$ cat config.mk
export PLATFORM = sky130hd
export DESIGN_NAME = regFile
export DESIGN_NICKNAME = d
export VERILOG_FILES = /design/src/common/rvIsaPkg.sv /design/src/decode/regFile.sv
export VERILOG_INCLUDE_DIRS = /design/src /design/src/common
export SDC_FILE = /design/constraint.sdc
export NUM_CORES = 2
export LEC_CHECK = 0
export ABC_AREA = 0
export BUFFER_PORTS_ARGS = -buffer_cell sky130_fd_sc_hd__buf_4
export CAP_MARGIN = 20
export CORE_MARGIN = 2
export CORE_UTILIZATION = 54
export CTS_CLUSTER_SIZE = 8
export DETAILED_ROUTE_END_ITERATION = 10
export PLACE_DENSITY = 0.7
export SYNTH_ARGS = -nofsm -noshare
export SYNTH_HDL_FRONTEND = slang
export SYNTH_SLANG_ARGS = --single-unit
$ cat constraint.sdc
create_clock -name clk -period 2.4 [get_ports clk]
set_clock_uncertainty 0.15 [all_clocks]
set_input_delay 0.12 -clock clk [delete_from_list [all_inputs] [get_ports clk]]
set_output_delay 0.12 -clock clk [all_outputs]
set_load 0.005 [all_outputs]
$ cat src/common/rv_consts.svh
`ifndef RV_CONSTS_SVH
`define RV_CONSTS_SVH

// data path width
`define XLEN 32

// architectural integer registers
`define REG_COUNT 32

// data memory depth in words
`define DMEM_WORDS 64

`define RESET_PC 32'h0000_0000

`endif

$ cat src/common/rvIsaPkg.sv
`include "rv_consts.svh"

package rvIsaPkg;

	// data or address value
	typedef logic [`XLEN-1:0] word_t;

	typedef logic [31:0] instr_t;

	typedef logic [4:0] regIdx_t;

	typedef logic [2:0] funct3_t;

	// major opcodes handled by the core
	typedef enum logic [6:0] {
		OPC_LOAD   = 7'b0000011,
		OPC_STORE  = 7'b0100011,
		OPC_OP     = 7'b0110011,
		OPC_OP_IMM = 7'b0010011,
		OPC_BRANCH = 7'b1100011,
		OPC_JAL    = 7'b1101111,
		OPC_LUI    = 7'b0110111
	} opcode_t;

endpackage

$ cat src/decode/regFile.sv
`timescale 1ns/1ns
`include "rv_consts.svh"

module regFile (
	input  logic clk,
	input  logic rst,
	input  logic we,
	input  rvIsaPkg::regIdx_t ra1,
	input  rvIsaPkg::regIdx_t ra2,
	input  rvIsaPkg::regIdx_t wa,
	input  rvIsaPkg::word_t wd,
	output rvIsaPkg::word_t rd1,
	output rvIsaPkg::word_t rd2
);
	rvIsaPkg::word_t regs [`REG_COUNT];

	// falling edge write, so decode sees writeback data in the same cycle
	always_ff @(negedge clk) begin
		if (rst) begin
			for (int i = 0; i < `REG_COUNT; i++) begin
				regs[i] <= '0;
			end
		end else if (we) begin
			regs[wa] <= wd;
		end
	end

	// x0 is hardwired
	assign rd1 = (ra1 == '0) ? '0 : regs[ra1];
	assign rd2 = (ra2 == '0) ? '0 : regs[ra2];

endmodule

# Word level (Yosys, flattened, before mapping)
# Memories as Yosys holds them, arrays and structs flattened.
# Cells that the tools add are included.
word_totals:
  ram_bits: 1024
  reg_bits: 0
  output_inout_bits: 64
  elab_cells: 14
  memories: 1
  input_bits: 50
classes:
  muxes: 10
  reduce_logical: 3
mem_list:
  columns: ["name", "words", "word_bits", "rd", "rd_ports_with_merged_regs", "wr", "line", "text"]
  rows:
  - ["regs", 32, 32, 2, 0, 32, "regFile.sv:15", "rvIsaPkg::word_t regs [`REG_COUNT];"]
ops:
  columns: ["operator", "n"]
  rows:
  - ["two-way mux 32 bit", 3]
  - ["OR reduction 32 bit", 1]
  - ["zero test 5 bit", 2]
  - ["two-way mux 1 bit", 6]
  - ["two-way mux 5 bit", 1]

# Depth between registers and ports, before layout
depth:
  ltp_word: 5
  depth_mapped: 9
  ltp_nobuf: 4

==> flow_metrics.tcl <==
set metrics [dict create \
    status "finished, violations left" \
    violations "setup timing" \
    irDropWorstVdd_uv 543 \
    ant_nets 0 \
    synth-seq-cells 1024 \
    drt_first_pass_iters 5 \
    arrival_ps 3890 \
    routed_via_density 6.55 \
    met3_length_um 25000 \
    synth_area_leaders "edfxtp_1 56%, mux4_2 19%, and2_1 12%" \
    clk_pin_slew_worst_paths_ps 50 \
    dp_slack_ps -1190 \
    path_common_cell "mux4_2" \
    gp_congestion 0.899 \
    critPathLaunchType "flop" \
    hold_violations 0 \
    worstSetupEndpoint "rd1[29]" \
    critPathMaxStageDelay_ps 580 \
    ys_warn_count 0 \
    reg_top3 "regs x1024" \
    crit_chain "mux4_2 -> mux4_2 -> o22ai_1 -> nor3_2 -> buf_4" \
    rsz0062_at_grt "true" \
    layout_commonest_cell "and2_1" \
    min_path_type "input port to output pin" \
    track_usage_pct 37.0 \
    dp_hpwl_um 121000 \
    io_buffers 113 \
    netlist_area_mm2 0.0544 \
    async_flop_share_pct 0 \
    antenna_found_initial 8 \
    crit_start "regs[30][29]" \
    final_max_slew_viol_count 0 \
    synth_top_area_share_pct 56.5 \
    cp_slowest_cell "mux4_2" \
    row_count 116 \
    p_per_area_mw_per_mm2 756 \
    top_layer "met5" \
    core_mm2 0.100 \
    worst_pin_slew_ps 784 \
    cts_tree "done" \
    postSynthCellCount 3544 \
    clockBufferDepth 3 \
    synth_edf_count 1024 \
    grt_pass1_vias 44400 \
    crit_type "flop to output pin" \
    min_from "ra2[3]" \
    met2_length_um 91500 \
    ys.flop_type "edfxtp_1" \
    io_pins 114 \
    cts_root_buf "clkbuf_16" \
    clkSinkCount 1024 \
    ys_seq_area_share_pct 56.5 \
    max_slew_margin_pct 47.6 \
    avgSynthCellArea_um2 15.4 \
    vias 40800 \
    worst_ep_required_time_ps 2130 \
    fin_nets 4975 \
    drive_gt1_share_pct 29.9 \
    routedWlPerCell_um 30.4 \
    leakage_nw 29.2 \
    initial_core_util_pct 54.4 \
    die_h_um 321 \
    grt_max_degree 38 \
    syn_nets 3594 \
    place_area_mm2 0.0615 \
    yosysTopAreaCell "edfxtp_1" \
    crit_buf_inv 1 \
    cp-end-kind "output pin" \
    drc 0 \
    postCtsHoldBufs 0 \
    grt-ovfl-total 0 \
    cts_buffers 145 \
    routed_wirelength_um 189000 \
    power.total_w 0.0531 \
    layout_common_cells "1,027 x and2_1, 1,025 x inv_1, 1,024 x edfxtp_1" \
    wl_met1_um 63100 \
    cp_top_family "multiplexers" \
    final_cell_area_mm2 0.0703 \
    worst-path-stages 5 \
    regMostFlops "regs" \
    finalSetupViolations 64 \
    critPathMaxFanout 2 \
    drt_iter0_drc 5626 \
    cts-htree-levels 4 \
    die-area_mm2 0.103 \
    synthToLayoutAreaGrowth_pct 29.1 \
    largest_reg_flops 1024 \
    synth_cell_types 38 \
    fin_ws_ps -1760 \
    grt_pass1_wl_um 273000 \
    die_w_um 321 \
    drv_cap 0 \
]
-- worst min-delay path by stage --
stage / slack (ps) / end / cells past startpoint
floorplan: 410 / rd1[30] / 3
global placement: 880 / rd2[8] / 5
detailed placement: 900 / rd2[8] / 5
CTS: 900 / rd2[27] / 6
global route: 910 / rd2[25] / 6
finish: 910 / rd2[27] / 6
-- cell usage after synthesis (all sizes together) (13+ instances only) --
library cell	count
nand2	13
a22oi	14
mux2	37
mux4	470
a2111oi	29
o22ai	82
nor3	52
nor2b	18
and2	1028
a211oi	43
o221ai	26
a22o	48
clkbuf	271
mux2i	152
or2	34
buf	116
edfxtp	1024
nor2	38
-- report_power, final --
group,total [W],switching (W),internal [W]
logic,0.00643,0.00333,0.00310
registers,0.0214,0.000575,0.0208
clock network,0.0253,0.0120,0.0133
-- area by class of cell --
cell class / instances / area [um^2]
flip-flops and latches: 1024 / 30700
fillers: 6275 / 29700
multi-input cells: 2131 / 23500
repair buffers: 598 / 6740
clock inverters: 1028 / 3890
clock buffers: 151 / 3780
well taps: 1298 / 1620
diodes: 4 / 10.0
inverters: 1 / 3.75
-- cell families after synthesis --
family | synth area share (%)
flip-flops | 56.5
multiplexers | 23.0
AND/OR/NAND/NOR | 13.6
buffers and inverters | 3.23
AO/OA/AOI/OAI | 3.66
-- metal layers --
layer,vias to the layer above,track usage [%]
met5,-,0
met4,6,22.3
met3,732,12.4
met2,3379,58.3
met1,20300,44.3
li1,16400,-
-- stage by stage --
stage / util (%) / std cells / hold WS [ps] / TNS (ps)
floorplan: - / 3544 / 415 / -512060
global placement: 61.5 / 5044 / 878 / -964650
detailed placement: 61.5 / 5044 / 895 / -1068170
CTS: 70.0 / 6221 / 896 / -103110
global route: 70.3 / 6234 / 915 / -105830
finish: 70.3 / 6235 / 915 / -102980
-- what timing repair did --
| action | 4_1_cts | 5_1_grt |
|---|---|---|
| resized for setup | 142 | 27 |
| buffers inserted | 8 | 10 |
| pin swaps | 25 | 7 |
| setup endpoints to repair | 64 | 64 |
No activity file was read; power rests on OpenSTA's default activity.
