===== config.mk =====
export PLATFORM = sky130hd
export DESIGN_NAME = fetchUnit
export DESIGN_NICKNAME = d
export VERILOG_FILES = /design/src/common/rvIsaPkg.sv /design/src/hw/fetchUnit.sv
export VERILOG_INCLUDE_DIRS = /design/src /design/src/common
export SDC_FILE = /design/constraint.sdc
export NUM_CORES = 1
export LEC_CHECK = 0
export ABC_CLOCK_PERIOD_IN_PS = 4600
export BUFFER_PORTS_ARGS = -buffer_cell sky130_fd_sc_hd__buf_2
export CAP_MARGIN = 30
export CORE_ASPECT_RATIO = 2
export CORE_MARGIN = 2
export CORE_UTILIZATION = 54
export CTS_CLUSTER_SIZE = 14
export DETAILED_ROUTE_END_ITERATION = 7
export GPL_TIMING_DRIVEN = 1
export PLACE_DENSITY_LB_ADDON = 0.3
export SYNTH_ARGS = -nofsm -noshare
export SYNTH_HDL_FRONTEND = slang
export SYNTH_SLANG_ARGS = --single-unit

===== constraint.sdc =====
create_clock -name clk -period 4.6 [get_ports clk]
set_clock_uncertainty 0.1 [all_clocks]
set_input_delay 0.23 -clock clk [delete_from_list [all_inputs] [get_ports clk]]
set_output_delay 0.23 -clock clk [all_outputs]
set_load 0.1 [all_outputs]

===== src/common/rv_consts.svh =====
`ifndef RV_CONSTS_SVH
`define RV_CONSTS_SVH

// data path width
`define XLEN 32

// architectural integer registers
`define REG_COUNT 32

// data memory depth in words
`define DMEM_WORDS 64

`define RESET_PC 32'h0000_0000

`endif


===== src/common/rvIsaPkg.sv =====
`include "rv_consts.svh"

package rvIsaPkg;

	// data or address value
	typedef logic [`XLEN-1:0] word_t;

	typedef logic [31:0] instr_t;

	typedef logic [4:0] regIdx_t;

	typedef logic [2:0] funct3_t;

	// major opcodes handled by the core
	typedef enum logic [6:0] {
		OPC_LOAD   = 7'b0000011,
		OPC_STORE  = 7'b0100011,
		OPC_OP     = 7'b0110011,
		OPC_OP_IMM = 7'b0010011,
		OPC_BRANCH = 7'b1100011,
		OPC_JAL    = 7'b1101111,
		OPC_LUI    = 7'b0110111
	} opcode_t;

endpackage


===== src/hw/fetchUnit.sv =====
`timescale 1ns/1ns
`include "rv_consts.svh"

module fetchUnit (
	input  logic clk,
	input  logic rst,
	input  logic stallF,
	input  logic stallD,
	input  logic flushD,
	input  logic redirect,
	input  rvIsaPkg::word_t target,
	input  rvIsaPkg::instr_t instr,
	output rvIsaPkg::word_t pc,
	output rvIsaPkg::instr_t instrD,
	output rvIsaPkg::word_t pcD,
	output rvIsaPkg::word_t pcPlus4D
);
	rvIsaPkg::word_t pcPlus4;

	assign pcPlus4 = pc + 32'd4;

	// program counter
	always_ff @(posedge clk) begin
		if (rst) begin
			pc <= `RESET_PC;
		end else if (!stallF) begin
			pc <= redirect ? target : pcPlus4;
		end
	end

	// fetch/decode register, a zero word is a bubble
	always_ff @(posedge clk) begin
		if (rst || flushD) begin
			instrD <= '0;
			pcD <= '0;
			pcPlus4D <= '0;
		end else if (!stallD) begin
			instrD <= instr;
			pcD <= pc;
			pcPlus4D <= pcPlus4;
		end
	end

endmodule


== Word-level counts from Yosys, hierarchy flattened ==
Cells that the tools add are included.

* Output and inout bits: 128
* Word-level logic and storage cells: 7
* Bits in registers: 128
* Bits of input ports: 70

* Reduce and logical (&&, ||, !) cells: 1
* Muxes and demuxes: 1
* $add $sub $neg: 1

{| class="wikitable"
|+ Operator list
! cell !! number
|-
| 32-bit by 3-bit adder with 32-bit output (second input constant) || 1
|-
| 32-bit 2-to-1 mux || 1
|-
| 1-bit logical OR || 1
|}

== Logic depth before layout (Yosys ltp) ==
* Depth in word-level cells: 2
* Gate-level depth with buffers: 7
* Depth with buffers taken out: 6

== Worst setup path after synthesis ==
No wires, ideal clock.

* Path type: flip-flop to flip-flop
* Start point: register pc[2]
* End point: register pc[30]
* Path buffers: 0
* Data required time: 4.425 ns
* Data arrival time: 2.697 ns
* Stages on the path, launching flop included: 7
* Setup time: 0.075 ns
* Clock period less this slack: 2.871 ns
* Setup slack: 1.729 ns
* Cell sequence: dfxtp_1 > ha_1 > nand3_1 > nor3_2 > nand3_1 > or4_1 > a31oi_1

* Word-level cells in the longest chain between the ends: 2

{| class="wikitable"
|+ RTL lines
! item !! RTL line !! RTL
|-
| start: declaration || fetchUnit.sv:13 || <nowiki>output rvIsaPkg::word_t pc,</nowiki>
|-
| start signal: assignment || fetchUnit.sv:25 || <nowiki>pc <= `RESET_PC;</nowiki>
|-
| start signal: assignment || fetchUnit.sv:27 || <nowiki>pc <= redirect ? target : pcPlus4;</nowiki>
|-
| 32-bit by 3-bit adder with 32-bit output || fetchUnit.sv:20 || <nowiki>assign pcPlus4 = pc + 32'd4;</nowiki>
|-
| 32-bit 2-to-1 mux || fetchUnit.sv:27 ||
|}

No other way between the ends.
A chain may end at the register's enable or synchronous reset.

== Worst setup path after layout ==
Ends and elaborated chain as after synthesis.

==> qor.yml <==
die_h_um: 149
antenna_cells: 0
gp_congestion: 0.846
drive_gt1_share_pct: 29.0
synth_edf_count: 0
rsz0062_at_grt: "no"
synth_area_per_cell_um2: 8.88
hold_viol: 0
post-route-period-util_pct: 53.6
slew_headroom_pct: 31.5
critPathLaunchType: "flop"
grt_pass1_vias: 5085
rrSetupSlack_ns: 2.13
r2r_end: "pc[30]"
critPathBufInv: 0
dr_total_vias: 5351
ir_drop_mv: 0.348
cellLeakagePower_nw: 3.51
slowest_stage: "nor3_2"
clkSlewWorstSetupHoldPaths_ns: 0.06
firstDrtPassIters: 7
synthAdderAreaFrac_pct: 0.221
cp_data_arrival_time_ns: 2.70
yosys_warnings: 0
grt_pass1_wl_um: 25700
fin_tns_setup_ns: 0
portBuffers: 197
tritoncts: "yes"
cp.depth: 6
crit_type: "flop to flop"
critPathLaunch: "pc[2]"
critPathMaxFanout: 9
rows: 53
synth_xor_area_share_pct: 4.32
synthSimpleGateAreaFrac_pct: 18.3
cp-endpoint: "pc[30]"
postSynthCellCount: 639
area_delta_synth_final_pct: 32.5
critical_path.max_stage_delay_ns: 0.52
detail-route-antenna-nets: 0
wl_per_cell_um: 16.4
r2r-start: "pc[2]"
dpl.hpwl_um: 10200
report.final.slew_viol_count: 0
synth_top_family_by_area: "simple AND/OR/NAND/NOR gates"
p_total_mw: 3.15
outcome: "complete, no violations"
drt_iter0_drc: 551
cp_data_required_time_ns: 4.83
max_freq_mhz: 406
vias_per_cell: 5.45
layout_common_cells: "buf_2, dfxtp_1, nor2_1, mux2i_1, a21oi_1"
holdWs_ns: 0.0145
initial_core_util_pct: 54.8
track_usage_pct: 28.3
ios: 198
grt_overflow: 0
cpLargestDelayFamily: "simple AND/OR/NAND/NOR gates"
htree_levels: 4
seq_area_frac_synth_pct: 44.5
worst_pin_slew_ns: 1.02
fin_crit_ns: 2.47
numCtsBuffers: 17
synthArstFlopShare_pct: 0
ys.flop_type: "dfxtp_1"
synth_fp_nets: 710
cts_setup_buffers: 0
grt_max_degree: 73
p_per_area_nw_per_um2: 419
synth_cell_types: 53
dieArea_um2: 11400
clock_sinks: 126
crit_chain: "ha_1 -> nand3_1 -> nor3_2 -> nand3_1 -> or4_1 -> a31oi_1"
core_um2: 10300
synth-compound-area-share_pct: 12.0
setup_violations: 0
die_w_um: 76.5
fin_nets: 902
clockBufferDepth: 2
route.detailed.drc: 0
grt_antenna_before_repair: 0
synth_seq_cells: 126
drt_wl_total_um: 16100
syn_area_um2: 5670
synth_mux_area_share_pct: 14.7
hp-class: "primary input to flop"
maxCapViolations: 0
layout_commonest_cell: "buf_2"
reg2reg_depth: 6
cp-end-kind: "flop"
worstSkewPairLatency_ns: 0.41
crit_top_cell: "nand3_1"
hold_depth: 3
cts-root-buf: "clkbuf_16"
## worst reg2reg max path: stages, from the launching register on
cell and delay (ns):
dfxtp_1 0.47, ha_1 0.29, nand3_1 0.19, nor3_2 0.52, nand3_1 0.22, or4_1 0.43
a31oi_1 0.16
## cell families (layout without fill, tap and decap cells)
group,count (synthesis),in the layout
buffers and inverters,65,270
adders and majority gates,1,1
muxes,83,83
and+or+nand+nor,220,220
AOI/OAI and AO/OA,116,116
DFF,126,126
xor gates and xnor gates,28,28
## Yosys cell counts, drive strengths merged, types with 5 or more instances
cell / number / area share (%)
o22ai: 5 / 0.55
a21oi: 45 / 4.0
nor2: 113 / 7.5
and3: 10 / 1.1
dfxtp: 126 / 44
and4: 5 / 0.86
nand3: 19 / 1.7
o21ai: 31 / 2.7
nand2: 33 / 2.2
mux2i: 82 / 14
clkbuf: 41 / 3.6
xnor2: 15 / 2.3
buf: 20 / 2.1
nand4: 10 / 1.4
nor3: 7 / 0.71
a31oi: 9 / 0.99
xor2: 13 / 2.0
## metrics by stage
| step | worst slack, ns | area (µm²) | utilization, % | std cells |
|---|---|---|---|---|
| detailed placement | 2.18 | 6530 | 63.1 | 915 |
| global route | 1.83 | 7520 | 72.7 | 981 |
| floorplan | 1.73 | 5670 | - | 639 |
| finish | 2.13 | 7520 | 72.7 | 981 |
| CTS | 2.14 | 7520 | 72.7 | 981 |
| global placement | 2.27 | 6530 | 63.1 | 915 |
## report_power, final
group	switching [mW]	total, mW	internal (mW)
registers	0.0456	1.17	1.13
clock network	0.502	1.46	0.962
logic	0.384	0.512	0.128
## cell type report
cell class	instances	area [µm²]
inverter	4	15.0
timing repair buffer	234	1350
clock inverter	14	218
sequential	126	2520
tap	137	171
clock buffer	18	429
multi-input combinational	448	2810
fill	804	2830
## worst min-delay path by stage
| stage | from | to | slack (ns) |
|---|---|---|---|
| 3_5_place_dp | instr[1] | instrD[1] | 0.37 |
| 4_1_cts | target[8] | pc[8] | 0.008 |
| 6_report | target[8] | pc[8] | 0.01 |
| 5_1_grt | target[8] | pc[8] | 0.03 |
| 2_1_floorplan | instr[0] | instrD[0] | 0.27 |
| 3_3_place_gp | instr[31] | instrD[31] | 0.36 |
## repair_timing
item,in CTS,in global routing
gates resized for setup,0,0
hold buffers,34,0
endpoints found under the hold margin,34,0
## sequential cells by signal, indices dropped and copies added (netlist names)
name,cells
pcPlus4D,30
pcD,32
pc,32
instrD,32
## routing by layer
metal	share of wire, %	GRT usage, %	vias to the layer above	routed length (µm)
met1	39	32.9	2471	6340
met2	51	49.6	245	8170
met3	7.0	7.08	39	1130
met5	0	0	-	0
li1	-	-	2596	-
met4	2.8	11.6	0	453
Power figures use the tool's default switching activity.
