## src/common/rv_consts.svh

```systemverilog
`ifndef RV_CONSTS_SVH
`define RV_CONSTS_SVH

// data path width
`define XLEN 32

// architectural integer registers
`define REG_COUNT 32

// data memory depth in words
`define DMEM_WORDS 64

`define RESET_PC 32'h0000_0000

`endif

```

## src/common/rvCorePkg.sv

```systemverilog
package rvCorePkg;

	// ALU functions, the last six only compare for branches
	typedef enum logic [3:0] {
		ALU_ADD, ALU_SUB, ALU_AND, ALU_OR,
		ALU_XOR, ALU_SLL, ALU_SRL, ALU_SRA,
		ALU_SLT, ALU_SLTU, ALU_BEQ, ALU_BNE,
		ALU_BLT, ALU_BGE, ALU_BLTU, ALU_BGEU
	} aluOp_t;

	// immediate layouts
	typedef enum logic [2:0] {
		IMM_I, IMM_SHAMT, IMM_S, IMM_B, IMM_J, IMM_U
	} immKind_t;

	// writeback value source
	typedef enum logic [1:0] {
		RES_ALU, RES_MEM, RES_PC4
	} resultSrc_t;

	// operand bypass source in execute
	typedef enum logic [1:0] {
		FWD_NONE, FWD_FROM_WB, FWD_FROM_MEM
	} fwdSel_t;

endpackage

```

## src/common/rvIsaPkg.sv

```systemverilog
`include "rv_consts.svh"

package rvIsaPkg;

	// data or address value
	typedef logic [`XLEN-1:0] word_t;

	typedef logic [31:0] instr_t;

	typedef logic [4:0] regIdx_t;

	typedef logic [2:0] funct3_t;

	// major opcodes handled by the core
	typedef enum logic [6:0] {
		OPC_LOAD   = 7'b0000011,
		OPC_STORE  = 7'b0100011,
		OPC_OP     = 7'b0110011,
		OPC_OP_IMM = 7'b0010011,
		OPC_BRANCH = 7'b1100011,
		OPC_JAL    = 7'b1101111,
		OPC_LUI    = 7'b0110111
	} opcode_t;

endpackage

```

## src/decode/instrDecoder.sv

```systemverilog
`timescale 1ns/1ns

module instrDecoder (
	input  rvIsaPkg::instr_t instrD,
	output logic regWrite,
	output logic memWrite,
	output logic branch,
	output logic jump,
	output logic aluSrcImm,
	output logic aluAZero,
	output rvCorePkg::resultSrc_t resultSrc,
	output rvCorePkg::aluOp_t aluOp,
	output rvIsaPkg::word_t imm,
	output rvIsaPkg::regIdx_t rs1,
	output rvIsaPkg::regIdx_t rs2,
	output rvIsaPkg::regIdx_t rd
);
	rvIsaPkg::opcode_t opcode;
	rvIsaPkg::funct3_t funct3;
	rvCorePkg::immKind_t immKind;
	logic funct7b5;
	logic useRs1;
	logic useRs2;

	assign opcode = rvIsaPkg::opcode_t'(instrD[6:0]);
	assign funct3 = instrD[14:12];
	assign funct7b5 = instrD[30];

	// unused fields read as x0 so they never cause a stall or a bypass
	assign rs1 = useRs1 ? instrD[19:15] : '0;
	assign rs2 = useRs2 ? instrD[24:20] : '0;
	assign rd = regWrite ? instrD[11:7] : '0;

	// main control, anything unknown (including all zeros) is a bubble
	always_comb begin
		regWrite = 1'b0;
		memWrite = 1'b0;
		branch = 1'b0;
		jump = 1'b0;
		aluSrcImm = 1'b0;
		aluAZero = 1'b0;
		useRs1 = 1'b0;
		useRs2 = 1'b0;
		resultSrc = rvCorePkg::RES_ALU;
		immKind = rvCorePkg::IMM_I;
		case (opcode)
			rvIsaPkg::OPC_LOAD: begin
				regWrite = 1'b1;
				aluSrcImm = 1'b1;
				useRs1 = 1'b1;
				resultSrc = rvCorePkg::RES_MEM;
			end
			rvIsaPkg::OPC_STORE: begin
				memWrite = 1'b1;
				aluSrcImm = 1'b1;
				useRs1 = 1'b1;
				useRs2 = 1'b1;
				immKind = rvCorePkg::IMM_S;
			end
			rvIsaPkg::OPC_OP: begin
				regWrite = 1'b1;
				useRs1 = 1'b1;
				useRs2 = 1'b1;
			end
			rvIsaPkg::OPC_OP_IMM: begin
				regWrite = 1'b1;
				aluSrcImm = 1'b1;
				useRs1 = 1'b1;
				// funct3 001 and 101 are the shifts
				if (funct3[1:0] == 2'b01) begin
					immKind = rvCorePkg::IMM_SHAMT;
				end
			end
			rvIsaPkg::OPC_BRANCH: begin
				branch = 1'b1;
				useRs1 = 1'b1;
				useRs2 = 1'b1;
				immKind = rvCorePkg::IMM_B;
			end
			rvIsaPkg::OPC_JAL: begin
				regWrite = 1'b1;
				jump = 1'b1;
				resultSrc = rvCorePkg::RES_PC4;
				immKind = rvCorePkg::IMM_J;
			end
			rvIsaPkg::OPC_LUI: begin
				// zero plus the upper immediate
				regWrite = 1'b1;
				aluSrcImm = 1'b1;
				aluAZero = 1'b1;
				immKind = rvCorePkg::IMM_U;
			end
			default: begin
			end
		endcase
	end

	// ALU function
	always_comb begin
		aluOp = rvCorePkg::ALU_ADD;
		if (opcode == rvIsaPkg::OPC_BRANCH) begin
			case (funct3)
				3'b001: aluOp = rvCorePkg::ALU_BNE;
				3'b100: aluOp = rvCorePkg::ALU_BLT;
				3'b101: aluOp = rvCorePkg::ALU_BGE;
				3'b110: aluOp = rvCorePkg::ALU_BLTU;
				3'b111: aluOp = rvCorePkg::ALU_BGEU;
				default: aluOp = rvCorePkg::ALU_BEQ;
			endcase
		end else if (opcode == rvIsaPkg::OPC_OP || opcode == rvIsaPkg::OPC_OP_IMM) begin
			case (funct3)
				3'b000: begin
					// no SUBI, bit 30 of ADDI is immediate
					if (opcode == rvIsaPkg::OPC_OP && funct7b5) begin
						aluOp = rvCorePkg::ALU_SUB;
					end
				end
				3'b001: aluOp = rvCorePkg::ALU_SLL;
				3'b010: aluOp = rvCorePkg::ALU_SLT;
				3'b011: aluOp = rvCorePkg::ALU_SLTU;
				3'b100: aluOp = rvCorePkg::ALU_XOR;
				3'b101: aluOp = funct7b5 ? rvCorePkg::ALU_SRA : rvCorePkg::ALU_SRL;
				3'b110: aluOp = rvCorePkg::ALU_OR;
				default: aluOp = rvCorePkg::ALU_AND;
			endcase
		end
	end

	// immediate extension
	always_comb begin
		case (immKind)
			rvCorePkg::IMM_I: imm = {{20{instrD[31]}}, instrD[31:20]};
			rvCorePkg::IMM_SHAMT: imm = {27'd0, instrD[24:20]};
			rvCorePkg::IMM_S: imm = {{20{instrD[31]}}, instrD[31:25], instrD[11:7]};
			rvCorePkg::IMM_B: begin
				imm = {{20{instrD[31]}}, instrD[7], instrD[30:25], instrD[11:8], 1'b0};
			end
			rvCorePkg::IMM_J: begin
				imm = {{12{instrD[31]}}, instrD[19:12], instrD[20], instrD[30:21], 1'b0};
			end
			rvCorePkg::IMM_U: imm = {instrD[31:12], 12'd0};
			default: imm = '0;
		endcase
	end

endmodule

```

## config.mk

```make
export PLATFORM = sky130hd
export DESIGN_NAME = instrDecoder
export DESIGN_NICKNAME = d
export VERILOG_FILES = /design/src/common/rvCorePkg.sv /design/src/common/rvIsaPkg.sv /design/src/decode/instrDecoder.sv
export VERILOG_INCLUDE_DIRS = /design/src /design/src/common
export SDC_FILE = /design/constraint.sdc
export NUM_CORES = 1
export LEC_CHECK = 0
export ABC_CLOCK_PERIOD_IN_PS = 2800
export CAP_MARGIN = 20
export CORE_MARGIN = 1
export CORE_UTILIZATION = 23
export DETAILED_ROUTE_END_ITERATION = 12
export DONT_BUFFER_PORTS = 1
export PLACE_DENSITY_LB_ADDON = 0.1
export REMOVE_ABC_BUFFERS = 1
export SLEW_MARGIN = 15
export SYNTH_ARGS = -nofsm -noshare
export SYNTH_HDL_FRONTEND = slang
export SYNTH_SLANG_ARGS = --single-unit
```

## constraint.sdc

```tcl
create_clock -name vclk -period 2.8
set_input_delay 0.7 -clock vclk [all_inputs]
set_output_delay 0.7 -clock vclk [all_outputs]
set_load 0.01 [all_outputs]
```

== After elaboration in Yosys (flattened, before gate mapping) ==
Cells that the tools add are included.

* Equality and inequality tests: 20
* Muxes and demuxes: 21
* Reductions and logical operators: 8

{| class="wikitable"
|+ Operator list
! cell !! count
|-
| 32-bit case mux with 6 select lines || 1
|-
| 3-bit case mux with 5 select lines || 2
|-
| 4-bit case mux with 7 select lines || 1
|-
| 7-bit by 6-bit == test with 1-bit output, second input constant || 3
|-
| 3-bit == test, second input constant || 6
|-
| 5-bit 2-to-1 mux || 3
|-
| 7-bit == test, second input constant || 2
|-
| 3-bit by 2-bit == test with 1-bit output, second input constant || 4
|-
| 1-bit 2-to-1 mux || 11
|-
| 5-bit OR reduction || 2
|-
| 4-bit 2-to-1 mux || 2
|-
| 7-bit by 2-bit == test with 1-bit output, second input constant || 1
|-
| 7-bit by 5-bit == test with 1-bit output, second input constant || 1
|-
| 3-bit by 1-bit == test with 1-bit output, second input constant || 2
|-
| 3-bit logical NOT || 2
|-
| 2-bit case mux with 2 select lines || 1
|-
| 4-bit OR reduction || 1
|-
| 3-bit OR reduction || 1
|-
| 2-bit by 1-bit == test with 1-bit output, second input constant || 1
|-
| 1-bit logical AND || 1
|-
| 1-bit logical OR || 1
|}

* Flip-flop bits (word level): 0
* Input port bits: 32
* Output and inout port bits: 59
* Word-level logic and storage cells: 49

== Longest topological paths before layout ==
* Depth after elaboration: 6
* Gate-level depth with buffers: 7
* Gate-level depth less buffers: 5

== Least setup slack after synthesis ==
No wires, ideal clock.

* Path type: input to output
* Start: input instrD[2]
* End: output imm[12]
* Data arrival time: 2.169 ns
* Required time: 2.100 ns
* Slack: -0.069 ns
* Stages: 6
* Buffers on the path: 2
* Path through: buf_6 > or4b_4 > a211o_1 > and3b_1 > buf_6 > a21o_1

* Word-level cells in the longest chain between the ends: 4
* Elaborated cells between the ends (all ways): 13
* Classes of those cells: eq/ne: 10; mux: 2; reduce/logical: 1

{| class="wikitable"
|+ RTL lines
! item !! RTL line !! source
|-
| from (decl) || instrDecoder.sv:4 || <nowiki>input rvIsaPkg::instr_t instrD,</nowiki>
|-
| 7-bit by 6-bit == test with 1-bit output (tied with other cells) || instrDecoder.sv:46 || <nowiki>case (opcode)</nowiki>
|-
| 3-bit case mux with 5 select lines * || instrDecoder.sv:46 ||
|-
| 3-bit == test (tied with other cells) || instrDecoder.sv:131 || <nowiki>case (immKind)</nowiki>
|-
| 32-bit case mux with 6 select lines * || instrDecoder.sv:131 ||
|-
| to (decl) || instrDecoder.sv:13 || <nowiki>output rvIsaPkg::word_t imm,</nowiki>
|}

Mark *: on every way between the ends. The rest lies on a longest branch, timed or not.

== Final worst setup path ==
* Start: input instrD[2]
* End: output imm[14]

The elaborated chain is that of the path after synthesis.

==> impl_results.md <==
- Worst setup EP type: output port
- Int Power: 33.1 uW
- Worst path slowest cell: or4b_4
- Area share of the largest cell type after synthesis: 17.5%
- Relative slew slack: 65.5%
- Ys Warns: 0
- Max incr delay on CP: 0.52 ns
- Critical Path Fanout Max: 10
- Synth cell count leaders: and2_1 (22), a21o_1 (19), nand2_1 (18)
- Layout cells sized above 1: 12.0%
- Seq cells: 0
- Crit Path Class: in -> out
- CP Launch Point: instrD[2]
- Tightest Hold Check Type: in -> out
- P per Cell Area: between 80 and 90 nW/um2
- Synth area leaders: a21o_1 (18%), and2_1 (17%), nand2_1 (8.3%)
- ANT nets after route: 0
- Via count: 953
- Wire length per cell: between 10 and 15 um
- Status: complete, no violations
- Die area: 3780 um2
- Fmax: ~0.37 GHz
- Detailed placer's ending HPWL: around 2200 um
- Max-Cap Viols: 0
- Count leader, synth: and2_1
- Hold wc startpoint: instrD[5]
- DP Area: 881 um2
- Largest net degree at the start of global routing: 17
- CP delay by family, top: simple AND/OR/NAND/NOR gates
- Sequential share of the synthesized area: 0%
- Detailed-route wire length: 2660 um
- Non-filler instance count after layout: 179
- DRC errors left: 0
- Final Cycle Share: 97.7%
- DRT iter0 DRCs: 24
- Min Tclk post-route: 2.74 ns
- Drt first pass iters: 4
- Filler cell count: 415
- Gpl congestion: 0.748
- Cell area after synthesis: 815 um2
- Die H: 61.5 um
- Reg area: 0 um2
- Vias in the first global route: approximately 790
- Worst EP arrival: roughly 2 ns
- Core Util, Final: 26.2%
- Core area: 3360 um2
- Mean Syn Cell Area: just over 6 um2
- VDD IR max: between 20 and 30 uV
- Post-CTS Hold Buffers: 0
- Critical path cell sequence: or4b_4 -> a211o_1 -> and3b_2 -> a21o_1
- Nets: 167
- DP Cell Count: around 180
- Switching Share: 57.7%
- Cells after synthesis: approximately 130
- Global-route wire length before repair: 3590 um
- # clk buffers: 0
- Logic pwr share: between 90% and 100%
- Sequential Power Share: 0%
- Final max-slew violation count: 0
- Die Wd: 61.5 um
- Sw Pwr: 45.2 uW
- Vias/cell: 5.32
- Gr ovfl total: 0
- P_leak: 0.425 nW
- Boundary pin count: 91
- Clk pwr share: 0%
- Synth cell types: 37
- PortBufs: 0
- Diodes inserted: 0
- Place WS: 0.0473 ns
- Antenna violations before repair: 0
- Overall Power: slightly below 80 uW
- GRT Overall Usage: 12.3%
- Area growth syn-to-layout: 8.29%
- Worst Path Required: 2.10 ns
- Endpoints failing hold: 0
- Starting Density: 24.2%
- Crit start category: input port
- Endpoints failing setup: 0
- Row count: 21
- Unrepaired setup endpoints after global routing: false
- Worst Tran Pin Value: between 0.5 and 0.6 ns
- PnR worst setup slack: 0.0641 ns
- Cell area after layout: 882 um2
- Dominant cell type by area after synthesis: a21o_1
- Crit path buf inv count: 0
==> routing by layer <==
layer,routed length [um],GRT usage [%]
met1,1160,16.9
met4,0,0.317
met3,189,1.05
met5,0,0
met2,1310,22.1
==> per-stage QoR <==
| stage | hold WS, ns | setup TNS (ns) |
|---|---|---|
| 3_3_place_gp | 1.46 | 0 |
| 2_1_floorplan | 1.45 | -0.245 |
| 6_report | 1.45 | 0 |
| 3_5_place_dp | 1.46 | 0 |
| 5_1_grt | 1.46 | 0 |
| 4_1_cts | 1.46 | 0 |
==> power by group through the flow <==
stage | clock [mW] | sequential [mW] | combinational (mW)
2_1_floorplan | 0 | 0 | 0.0661
3_3_place_gp | 0 | 0 | 0.0787
3_5_place_dp | 0 | 0 | 0.0788
4_1_cts | 0 | 0 | 0.0791
5_1_grt | 0 | 0 | 0.0874
6_report | 0 | 0 | 0.0783
==> cells in the final DEF (no fill, tap or decap), drive strengths merged, types with 2 or more instances in the layout <==
| cell | netlist | final |
|---|---|---|
| mux2i | 2 | 2 |
| a21o | 19 | 19 |
| and3b | 2 | 2 |
| o21ai | 8 | 8 |
| nand3 | 5 | 5 |
| inv | 4 | 4 |
| buf | 6 | 11 |
| a31oi | 2 | 2 |
| and2 | 23 | 23 |
| nand2 | 18 | 18 |
| nand4bb | 2 | 2 |
| nor2 | 9 | 9 |
| nand3b | 2 | 2 |
| a21oi | 7 | 7 |
| nor2b | 3 | 3 |
==> final cells by class <==
class | instances | area [um2] | share of cell area, %
well taps | 46 | 57.6 | 6.52
inverters | 4 | 15.0 | 1.70
repair buffers | 11 | 82.6 | 9.36
multi-input cells | 118 | 727 | 82.4
==> cells by family (layout without fill, tap and decap cells) <==
logic type,count (synthesis),in the layout,share of synthesized area [%]
compound gates,44,44,36.3
buf+inv,16,15,10.9
mux,2,2,2.46
simple gates,72,72,50.4
==> path summary, 6_finish.rpt <==
check                     endpoint  slack [ns]  cells after the start
worst max-delay path       imm[14]        0.06                      4
worst min-delay path  resultSrc[0]        1.45                      1
==> what timing repair did <==
action                                  CTS  global route
endpoints found under the setup margin    0             1
setup buffers                             0             0
resized for setup                         0             1
endpoints found under the hold margin     0             0
No activity file was read; power rests on OpenSTA's default activity.
