--- config.mk ---
export PLATFORM = sky130hd
export DESIGN_NAME = hazardUnit
export DESIGN_NICKNAME = d
export VERILOG_FILES = /design/src/common/rvCorePkg.sv /design/src/common/rvIsaPkg.sv /design/src/hw/hazardUnit.sv
export VERILOG_INCLUDE_DIRS = /design/src /design/src/common
export SDC_FILE = /design/constraint.sdc
export NUM_CORES = 1
export LEC_CHECK = 0
export ABC_CLOCK_PERIOD_IN_PS = 1030
export BUFFER_PORTS_ARGS = -buffer_cell sky130_fd_sc_hd__buf_2
export CAP_MARGIN = 20
export CORE_UTILIZATION = 34
export DETAILED_ROUTE_END_ITERATION = 10
export PLACE_DENSITY = 0.8
export RECOVER_POWER = 50
export SETUP_SLACK_MARGIN = 0.02
export SYNTH_ARGS = -nofsm -noshare
export SYNTH_HDL_FRONTEND = slang
export SYNTH_SLANG_ARGS = --single-unit
--- constraint.sdc ---
create_clock -name vclk -period 1.03
set_clock_uncertainty 0.2 [all_clocks]
set_input_delay 0 -clock vclk [all_inputs]
set_output_delay 0 -clock vclk [all_outputs]
set_load 0.01 [all_outputs]
--- src/common/rv_consts.svh ---
`ifndef RV_CONSTS_SVH
`define RV_CONSTS_SVH

// data path width
`define XLEN 32

// architectural integer registers
`define REG_COUNT 32

// data memory depth in words
`define DMEM_WORDS 64

`define RESET_PC 32'h0000_0000

`endif

--- src/common/rvCorePkg.sv ---
package rvCorePkg;

	// ALU functions, the last six only compare for branches
	typedef enum logic [3:0] {
		ALU_ADD, ALU_SUB, ALU_AND, ALU_OR,
		ALU_XOR, ALU_SLL, ALU_SRL, ALU_SRA,
		ALU_SLT, ALU_SLTU, ALU_BEQ, ALU_BNE,
		ALU_BLT, ALU_BGE, ALU_BLTU, ALU_BGEU
	} aluOp_t;

	// immediate layouts
	typedef enum logic [2:0] {
		IMM_I, IMM_SHAMT, IMM_S, IMM_B, IMM_J, IMM_U
	} immKind_t;

	// writeback value source
	typedef enum logic [1:0] {
		RES_ALU, RES_MEM, RES_PC4
	} resultSrc_t;

	// operand bypass source in execute
	typedef enum logic [1:0] {
		FWD_NONE, FWD_FROM_WB, FWD_FROM_MEM
	} fwdSel_t;

endpackage

--- src/common/rvIsaPkg.sv ---
`include "rv_consts.svh"

package rvIsaPkg;

	// data or address value
	typedef logic [`XLEN-1:0] word_t;

	typedef logic [31:0] instr_t;

	typedef logic [4:0] regIdx_t;

	typedef logic [2:0] funct3_t;

	// major opcodes handled by the core
	typedef enum logic [6:0] {
		OPC_LOAD   = 7'b0000011,
		OPC_STORE  = 7'b0100011,
		OPC_OP     = 7'b0110011,
		OPC_OP_IMM = 7'b0010011,
		OPC_BRANCH = 7'b1100011,
		OPC_JAL    = 7'b1101111,
		OPC_LUI    = 7'b0110111
	} opcode_t;

endpackage

--- src/hw/hazardUnit.sv ---
`timescale 1ns/1ns

module hazardUnit (
	input  rvIsaPkg::regIdx_t rs1D,
	input  rvIsaPkg::regIdx_t rs2D,
	input  rvIsaPkg::regIdx_t rs1E,
	input  rvIsaPkg::regIdx_t rs2E,
	input  rvIsaPkg::regIdx_t rdE,
	input  rvIsaPkg::regIdx_t rdM,
	input  rvIsaPkg::regIdx_t rdW,
	input  logic loadE,
	input  logic regWriteM,
	input  logic regWriteW,
	input  logic redirect,
	output rvCorePkg::fwdSel_t fwdA,
	output rvCorePkg::fwdSel_t fwdB,
	output logic stallF,
	output logic stallD,
	output logic flushD,
	output logic flushE
);
	logic loadUse;

	// memory stage is younger, so it wins over writeback
	always_comb begin
		fwdA = rvCorePkg::FWD_NONE;
		fwdB = rvCorePkg::FWD_NONE;
		if (rs1E != '0 && regWriteM && rs1E == rdM) begin
			fwdA = rvCorePkg::FWD_FROM_MEM;
		end else if (rs1E != '0 && regWriteW && rs1E == rdW) begin
			fwdA = rvCorePkg::FWD_FROM_WB;
		end
		if (rs2E != '0 && regWriteM && rs2E == rdM) begin
			fwdB = rvCorePkg::FWD_FROM_MEM;
		end else if (rs2E != '0 && regWriteW && rs2E == rdW) begin
			fwdB = rvCorePkg::FWD_FROM_WB;
		end
	end

	// load data only exists after memory, hold decode one cycle
	assign loadUse = loadE && rdE != '0 && (rdE == rs1D || rdE == rs2D);

	assign stallF = loadUse;
	assign stallD = loadUse;
	assign flushD = redirect;
	assign flushE = redirect || loadUse;

endmodule

* After elaboration in Yosys (flattened, before gate mapping)
Index checks and enable logic that the tools add are counted.
Widths: inputs -> output; s select.
** Word-level totals
- Flip-flop bits (word level) :: 0
- Bits of input ports :: 39
- Output and inout bits :: 8
- Word-level logic and storage cells :: 25
** Operators by class
- Equality and inequality tests :: 6
- Mux-type cells :: 4
- Reductions and logical operators :: 15
** Operator list (count)
- $eq 5x5->1 :: 6
- $reduce_bool 5->1 :: 3
- $logic_and 1x1->1 :: 10
- $mux 2 :: 2
- $logic_or 1x1->1 :: 2
- $mux 1 :: 2

* Depth between registers and ports, before layout
Gate-level depths: netlist of the first run.
- Depth in word-level cells :: 5
- Depth in mapped cells :: 5
- Mapped depth without buffers :: 4

* Worst setup path before layout of the first run
No wires, ideal clock.
- Path type :: input to output
- From :: in rs1E[1]
- To :: out fwdA[0]
- Data arrival time :: 1.063 ns
- Required time :: 0.830 ns
- Path slack :: -0.233 ns
- Stages on the path :: 4
- Path buffers :: 0
- Path through :: or4_4 -> nor2_4 -> nor4_2 -> nor4_2
** Between the ends
- Longest elaborated chain between the ends :: 5
- Elaborated cells on any way between the ends :: 9
** Ends and longest elaborated chain
- from (decl) :: line hazardUnit.sv:6 : input rvIsaPkg::regIdx_t rs1E,
- $reduce_bool 5->1 :: line hazardUnit.sv:28, hazardUnit.sv:30
- $logic_and 1x1->1 (2 in a row) :: line hazardUnit.sv:30 : end else if (rs1E != '0 && regWriteW && rs1E == rdW) begin
- $mux 1 :: line hazardUnit.sv:30
- $mux 2 (*) :: line hazardUnit.sv:28 : if (rs1E != '0 && regWriteM && rs1E == rdM) begin
- to (decl) :: line hazardUnit.sv:15 : output rvCorePkg::fwdSel_t fwdA,
Mark *: on every way between the ends. The rest lies on a longest branch, timed or not.

* Worst setup path after layout of the first run
- From :: in rs1E[4]
- To :: out fwdA[0]
Same word-level chain as after synthesis.

==> results of run 1 <==
-- kinds of logic after synthesis --
group,Yosys count,synth area share
AND/OR/NAND/NOR,20,0.344
AO/OA/AOI/OAI,3,0.0441
XOR/XNOR,30,0.579
buffers and inverters,2,0.0330
-- cells in the final DEF, fill, tap and decap left out, drive strengths merged --
cell     n
nor2     5
nand2    2
xnor2   16
clkbuf   1
nor3     2
or4      3
a22oi    1
buf     62
nand4    4
nor4     4
xor2    14
o21bai   1
o21ai    1
-- layer usage --
layer | vias up | global-route usage | routed length (um)
li1 | 315 | - | -
met1 | 279 | 0.250 | 653
met2 | 13 | 0.421 | 876
met3 | 0 | 0.0116 | 56
met4 | 0 | 0.0172 | 0
met5 | - | 0 | 0
-- worst paths after layout --
check | from | to | slack, ns | cells after the start
hold / removal | redirect | flushD | 0.03 | 2
setup / recovery | rs1E[4] | fwdA[0] | -0.37 | 6
-- repair_timing --
action                                  CTS  global route
pin swaps                                 9             1
endpoints found under the setup margin    7             7
buffers inserted                          3             0
resized for setup                         4             3
-- power by group through the flow --
| stage | clock, mW | combinational [mW] | sequential, mW |
|---|---|---|---|
| 2_1_floorplan | 0 | 0.137 | 0 |
| 3_3_place_gp | 0 | 0.308 | 0 |
| 3_5_place_dp | 0 | 0.316 | 0 |
| 4_1_cts | 0 | 0.333 | 0 |
| 5_1_grt | 0 | 0.370 | 0 |
| 6_report | 0 | 0.345 | 0 |
-- cell usage after synthesis --
| master | instances | area (um^2) |
|---|---|---|
| nand4_1 | 4 | 25.0 |
| or4_1 | 1 | 7.51 |
| a22oi_1 | 1 | 7.51 |
| nor3_1 | 2 | 10.0 |
| o21bai_1 | 1 | 7.51 |
| o21ai_0 | 1 | 5.00 |
| nor2_4 | 2 | 22.5 |
| xnor2_1 | 16 | 140 |
| or4_4 | 2 | 22.5 |
| nor4_2 | 4 | 50.1 |
| xor2_1 | 14 | 123 |
| buf_4 | 2 | 15.0 |
| nor2_1 | 3 | 11.3 |
| nand2_1 | 2 | 7.51 |
-- area by class of cell --
cell class / count / area (um^2)
Timing Repair Buffer: 63 / 383
Fill cell: 97 / 297
Multi-Input combinational cell: 53 / 474
Tap cell: 14 / 17.5
==> metrics.md, run 1 <==
| Metric | Value |
|---|---|
| Vias in the first global route | 589 |
| # DRC | 0 |
| Syn Nets | 94 |
| # clk buffers | 0 |
| Core area | 1170 um^2 |
| Status | finished, violations left |
| WS Path Type | in -> out |
| Final min period | 1.40 ns |
| Sequential cells | 0 |
| Pwr/cell area | 394 nW/um^2 |
| Violated checks | setup timing |
| # rows | 12 |
| Chip height | 38.6 um |
| Vias per inst | 4.67 |
| Mapped cell area | 454 um^2 |
| P_int | 0.192 mW |
| TritonRoute pass-1 iters | 4 |
| Worst setup SP type | primary input |
| Pin count of the biggest net entering global routing | 4 |
| Port bufs | 47 |
| Non-filler instance count after layout | 130 |
| Number of max-cap violations | 0 |
| Seq pwr share | 0 |
| Setup TNS | -1.51 ns |
| Post-synthesis average cell area | 8.26 um^2 |
| Switching Fraction | 0.442 |
| Die area | 1490 um^2 |
| Post-placement cell count | 127 |
| CTS Hold Bufs | 0 |
| NetSw | 0.152 mW |
| Design Area, Final | 875 um^2 |
| Worst Setup End Kind | output pin |
| Drt total wl | 1.59 mm |
| CP max FO | 2 |
| Post-layout util | 0.747 |
| YS warnings | 0 |
| Post-DP HPWL | 1.36 mm |
| Crit path cell chain | buf_2 > or4_4 > nor2_4 > nor4_2 > nor4_2 > buf_2 |
| Hold Crit Class | in -> out |
| Initial antenna violation count | 0 |
| GRT Residual Overflow | 0 |
| Register area | 0 um^2 |
| Max-Slew Margin vs Limit | 0.785 |
| First-pass GRT wire length | 2.31 mm |
| Worst Tran Pin Value | 0.320 ns |
| Die Wd | 38.6 um |
| RSZ-0062 raised after global routing | true |
| Clock power share | 0 |
| Hold slack final | 0.0266 ns |
| CP Data Arrival Time | 1.20 ns |
| Placed inst area | 812 um^2 |
| Achievable Freq | 0.713 GHz |
| N_diodes | 0 |
| Initial Utilization | 0.388 |
| Delay-heaviest family, CP | simple AND/OR/NAND/NOR gates |
| Gr usage total | 0.212 |
| Drt first-iter violations | 7 |
| CP Buf/Inv Count | 2 |
| Place WS | -0.372 ns |
| Seq/Total Area, Yosys | 0 |
| Critical path's slowest cell | or4_4 |
| Unique masters post-synth | 14 |
| Placer congestion estimate | 0.843 |
| Max-slew violations | 0 |
| Comb power frac | 1.000 |
| Fin nets | 157 |
| Syn Inst Count | 55 |
| Share of cells above drive strength 1 | 0.664 |
| Tcrit/Tclk final | 1.36 |
| Via count | 607 |
| Io pins | 47 |
| Worst setup margin | -0.373 ns |
| Final Hold Vio Count | 0 |
| Peak VDD IR | 207 uV |
| WL/cell | 12.2 um |
| Design Power | 0.345 mW |
| Delay of the slowest critical-path stage | 0.54 ns |
| Final antenna-violating net count | 0 |
| Worst Path Required | 0.83 ns |
| Cell leakage power | 0.420 nW |
| Area Overhead vs Synth | 92.6% |
| Final Setup Violations | 7 |
Power figures use the tool's default switching activity.
==> run 2, diff against run 1 <==
CORE_MARGIN = 2   (was not set)
==> metrics.md, run 2 (synthesis gave the netlist of run 1 again) <==
| Metric | Value |
|---|---|
| Worst setup SP type | primary input (unchanged) |
| TritonRoute pass-1 iters | 4 (unchanged) |
| P_int | 0.206 mW (was 0.192 mW) |
| Met3 Use GR | 0.00556 (was 0.0116) |
| Core area | 1270 um^2 (was 1170 um^2) |
| Peak VDD IR | 245 uV (was 207 uV) |
| Critical path's slowest cell | or4_4 (unchanged) |
| Met1 Use GR | 0.244 (was 0.250) |
| Placed inst area | 828 um^2 (was 812 um^2) |
| Cell leakage power | 0.449 nW (was 0.420 nW) |
| Post-layout util | 0.734 (was 0.747) |
| Non-filler instance count after layout | 133 (was 130) |
| First-pass GRT wire length | 2.21 mm (was 2.31 mm) |
| NetSw | 0.165 mW (was 0.152 mW) |
| Drt first-iter violations | 6 (was 7) |
| Placer congestion estimate | 0.891 (was 0.843) |
| Worst Setup End Kind | output pin (unchanged) |
| Most used routing layer | met2 (unchanged) |
| CP max FO | 2 (unchanged) |
| Initial Utilization | 0.358 (was 0.388) |
| Worst Tran Pin Value | 0.277 ns (was 0.320 ns) |
| Delay-heaviest family, CP | simple AND/OR/NAND/NOR gates (unchanged) |
| CP Buf/Inv Count | 2 (unchanged) |
| Commonest non-fill, non-tap cell in the layout | buf_2 (unchanged) |
| Fin nets | 159 (was 157) |
| Final Hold Vio Count | 0 (unchanged) |
| Comb power frac | 1.000 (about the same) |
| Port bufs | 47 (unchanged) |
| Design Area, Final | 931 um^2 (was 875 um^2) |
| Filler cells | 95 (was 97) |
| Most frequent cells in the layout | buf_2, buf_4, xor2_1, xnor2_1, buf_6 (was buf_2, buf_4, xor2_1, xnor2_1) |
| Register area | 0 um^2 (unchanged) |
| Worst Path Required | 0.83 ns (about the same) |
| Achievable Freq | 0.717 GHz (was 0.713 GHz) |
| Final Setup Violations | 7 (unchanged) |
| N_diodes | 0 (unchanged) |
| Status | finished, violations left (unchanged) |
| Die Wd | 40.6 um (was 38.6 um) |
| Via count | 631 (was 607) |
| WL/cell | 13.3 um (was 12.2 um) |
| Drt total wl | 1.77 mm (was 1.59 mm) |
| Met2 Track Usage GR | 0.365 (was 0.421) |
| Die area | 1640 um^2 (was 1490 um^2) |
| Chip height | 40.6 um (was 38.6 um) |
| Worst setup margin | -0.365 ns (was -0.373 ns) |
| Sequential cells | 0 (unchanged) |
| Final min period | 1.40 ns (about the same) |
| # clk buffers | 0 (unchanged) |
| Post-placement cell count | 130 (was 127) |
| Place WS | -0.357 ns (was -0.372 ns) |
| Io pins | 47 (unchanged) |
| GRT Residual Overflow | 0 (unchanged) |
| Hold Crit Class | in -> out (unchanged) |
| Area Overhead vs Synth | 105% (was 92.6%) |
| Max-Slew Margin vs Limit | 0.814 (was 0.785) |
| Switching Fraction | 0.445 (was 0.442) |
| Initial antenna violation count | 0 (unchanged) |
| # DRC | 0 (unchanged) |
| Number of max-cap violations | 0 (unchanged) |
| Violated checks | setup timing (unchanged) |
| Design Power | 0.371 mW (was 0.345 mW) |
| Seq pwr share | 0 (about the same) |
| Clock power share | 0 (about the same) |
| Share of cells above drive strength 1 | 0.686 (was 0.664) |
| Tcrit/Tclk final | 1.35 (was 1.36) |
| Pin count of the biggest net entering global routing | 4 (unchanged) |
| Vias in the first global route | 542 (was 589) |
| RSZ-0062 raised after global routing | true (unchanged) |
| Pwr/cell area | 399 nW/um^2 (was 394 nW/um^2) |
| Setup TNS | -1.45 ns (was -1.51 ns) |
| Gr usage total | 0.196 (was 0.212) |
| WS Path Type | in -> out (unchanged) |
| # rows | 13 (was 12) |
| Final antenna-violating net count | 0 (unchanged) |
| CP Data Arrival Time | 1.20 ns (about the same) |
| Max-slew violations | 0 (unchanged) |
| Crit path cell chain | buf_2 > or4_4 > nor2_4 > nor4_2 > nor4_2 > buf_2 (unchanged) |
| Delay of the slowest critical-path stage | 0.55 ns (was 0.54 ns) |
| Hold slack final | 0.103 ns (was 0.0266 ns) |
| Vias per inst | 4.74 (was 4.67) |
[run 2: power by group through the flow]
stage	Combinational, mW	Sequential [mW]	Clock (mW)
floorplan	0.137	0	0
CTS	0.333	0	0
detailed placement	0.321	0	0
global placement	0.312	0	0
finish	0.371	0	0
global route	0.398	0	0
[run 2: area by class of cell]
| type | instances | area (um^2) | area share |
|---|---|---|---|
| multi-input combinational | 53 | 498 | 0.535 |
| tap | 15 | 18.8 | 0.0202 |
| timing repair buffer | 65 | 414 | 0.445 |
[run 2: path summary, 6_finish.rpt]
| kind | slack, ns | from | depth (start not counted) | endpoint |
|---|---|---|---|---|
| min | 0.10 | redirect | 3 | flushE |
| max | -0.37 | rs2E[1] | 6 | fwdB[0] |
[run 2: layer usage]
metal / share of wire / wire length (um) / vias to the layer above
met5: 0 / 0 / -
met4: 0.019 / 33 / 0
met3: 0.016 / 29 / 4
met2: 0.56 / 982 / 11
met1: 0.41 / 723 / 296
li1: - / - / 320
[run 2: repair_timing]
item	4_1_cts	5_1_grt
gates resized for setup	2	10
gates cloned	0	0
hold endpoints to repair	1	0
setup endpoints to repair	7	7
pin swaps	5	3
setup buffers	2	0
hold buffers	1	0
==> run 3, diff against run 2 <==
PLACE_DENSITY = not set   (was 0.8)
PLACE_DENSITY_LB_ADDON = 0.1   (was not set)
RECOVER_POWER = not set   (was 50)
SETUP_SLACK_MARGIN = 0.4   (was 0.02)
==> metrics.md, run 3 (synthesis gave the netlist of run 1 again) <==
| Metric | Value |
|---|---|
| Status | finished, violations left (unchanged) |
| Violated checks | hold timing, setup timing (was setup timing) |
| Vias in the first global route | 481 (was 542) |
| Placer congestion estimate | 0.805 (was 0.891) |
| Max-slew violations | 0 (unchanged) |
| First-pass GRT wire length | 1.90 mm (was 2.21 mm) |
| Met3 Use GR | 0 (was 0.00556) |
| Final Hold Vio Count | 1 (was 0) |
| Comb power frac | 1.000 (about the same) |
| Final min period | 1.42 ns (was 1.40 ns) |
| # clk buffers | 0 (unchanged) |
| Vias per inst | 4.65 (was 4.74) |
| Max-Slew Margin vs Limit | 0.805 (was 0.814) |
| Most frequent cells in the layout | buf_2, buf_4, xor2_1, xnor2_1 (was buf_2, buf_4, xor2_1, xnor2_1, buf_6) |
| CP Data Arrival Time | 1.22 ns (was 1.20 ns) |
| WL/cell | 11.7 um (was 13.3 um) |
| Port bufs | 47 (unchanged) |
| # rows | 13 (unchanged) |
| Initial antenna violation count | 0 (unchanged) |
| CP Buf/Inv Count | 2 (unchanged) |
| Critical path's slowest cell | or4_4 (unchanged) |
| Worst Setup End Kind | output pin (unchanged) |
| Switching Fraction | 0.438 (was 0.445) |
| RSZ-0062 raised after global routing | true (unchanged) |
| P_int | 0.199 mW (was 0.206 mW) |
| Post-DP HPWL | 1.26 mm |
| N_diodes | 0 (unchanged) |
| Cell leakage power | 0.441 nW (was 0.449 nW) |
| Clock power share | 0 (about the same) |
| Met1 Use GR | 0.186 (was 0.244) |
| Hold Crit Class | in -> out (unchanged) |
| Hold slack final | -0.000773 ns (was 0.103 ns) |
| Non-filler instance count after layout | 133 (unchanged) |
| Design Power | 0.355 mW (was 0.371 mW) |
| Share of cells above drive strength 1 | 0.686 (unchanged) |
| CP max FO | 2 (unchanged) |
| Multi-input logic area | 493 um^2 (was 498 um^2) |
| Tcrit/Tclk final | 1.38 (was 1.35) |
| Drt first-iter violations | 3 (was 6) |
| Commonest non-fill, non-tap cell in the layout | buf_2 (unchanged) |
| Pwr/cell area | 392 nW/um^2 (was 399 nW/um^2) |
| NetSw | 0.155 mW (was 0.165 mW) |
| Final Setup Violations | 7 (unchanged) |
| Most used routing layer | met2 (unchanged) |
| Worst Path Required | 0.83 ns (about the same) |
| Worst Tran Pin Value | 0.290 ns (was 0.277 ns) |
| Die area | 1640 um^2 (unchanged) |
| Sequential cells | 0 (unchanged) |
| Worst setup SP type | primary input (unchanged) |
| Drt total wl | 1.55 mm (was 1.77 mm) |
| Io pins | 47 (unchanged) |
| Area Overhead vs Synth | 99.2% (was 105%) |
| Met2 Track Usage GR | 0.361 (was 0.365) |
| Worst setup margin | -0.390 ns (was -0.365 ns) |
| Crit path cell chain | buf_2 > or4_4 > nor2_4 > nor4_2 > nor4_2 > buf_2 (unchanged) |
| Via count | 619 (was 631) |
| WS Path Type | in -> out (unchanged) |
| TritonRoute pass-1 iters | 4 (unchanged) |
| Gr usage total | 0.168 (was 0.196) |
| Delay of the slowest critical-path stage | 0.54 ns (was 0.55 ns) |
| Pin count of the biggest net entering global routing | 4 (unchanged) |
| Delay-heaviest family, CP | simple AND/OR/NAND/NOR gates (unchanged) |
| Initial Utilization | 0.358 (unchanged) |
| Number of max-cap violations | 0 (unchanged) |
| Core area | 1270 um^2 (unchanged) |
| Register area | 0 um^2 (unchanged) |
| Post-placement cell count | 131 (was 130) |
| Filler cells | 116 (was 95) |
| Fin nets | 159 (unchanged) |
| # DRC | 0 (unchanged) |
| Achievable Freq | 0.704 GHz (was 0.717 GHz) |
| Die Wd | 40.6 um (unchanged) |
| Seq pwr share | 0 (about the same) |
| Chip height | 40.6 um (unchanged) |
| Peak VDD IR | 229 uV (was 245 uV) |
| GRT Residual Overflow | 0 (unchanged) |
| Final antenna-violating net count | 0 (unchanged) |
==> run 3: cell types whose count changed in the layout (fill, tap and decap cells not counted), sizes merged <==
cell         change
clkbuf           -1
buf              +2
dlygate4sd3      -1
==> run 3: power groups by stage <==
| stage | registers (mW) | logic, mW | clock network [mW] |
|---|---|---|---|
| floorplan | 0 | 0.137 | 0 |
| global placement | 0 | 0.311 | 0 |
| detailed placement | 0 | 0.315 | 0 |
| CTS | 0 | 0.324 | 0 |
| global route | 0 | 0.386 | 0 |
| finish | 0 | 0.355 | 0 |
==> run 3: what timing repair did <==
action	4_1_cts	5_1_grt
pin swaps	5	4
buffers inserted	1	1
setup endpoints to repair	7	7
gates resized for setup	2	8
hold buffers	0	0
==> run 3: final timing paths <==
kind,start,to,cells past startpoint
setup / recovery,rs2E[1],fwdB[0],6
hold / removal,redirect,flushD,2
==> run 3: stage by stage <==
stage	utilization	cell area [um^2]	TNS, ns	hold slack [ns]	worst slack [ns]
after global routing	0.713	905	-1.80	0.0117	-0.428
after global placement	0.649	823	-1.43	-0.00477	-0.326
after floorplan	-	464	-0.469	-0.108	-0.197
after detailed placement	0.649	823	-1.58	0.00242	-0.392
final	0.713	905	-1.49	-0.000773	-0.390
after CTS	0.666	845	-1.49	0.00292	-0.394
==> run 3: layout make-up <==
cell class,instances,share of cell area
multi-input cells,53,0.545
well taps,15,0.0207
repair buffers,65,0.434
==> run 3: routing by layer <==
metal	vias up	part of all wire
met4	0	0
met2	26	0.59
met5	-	0
li1	319	-
met1	274	0.34
met3	0	0.068
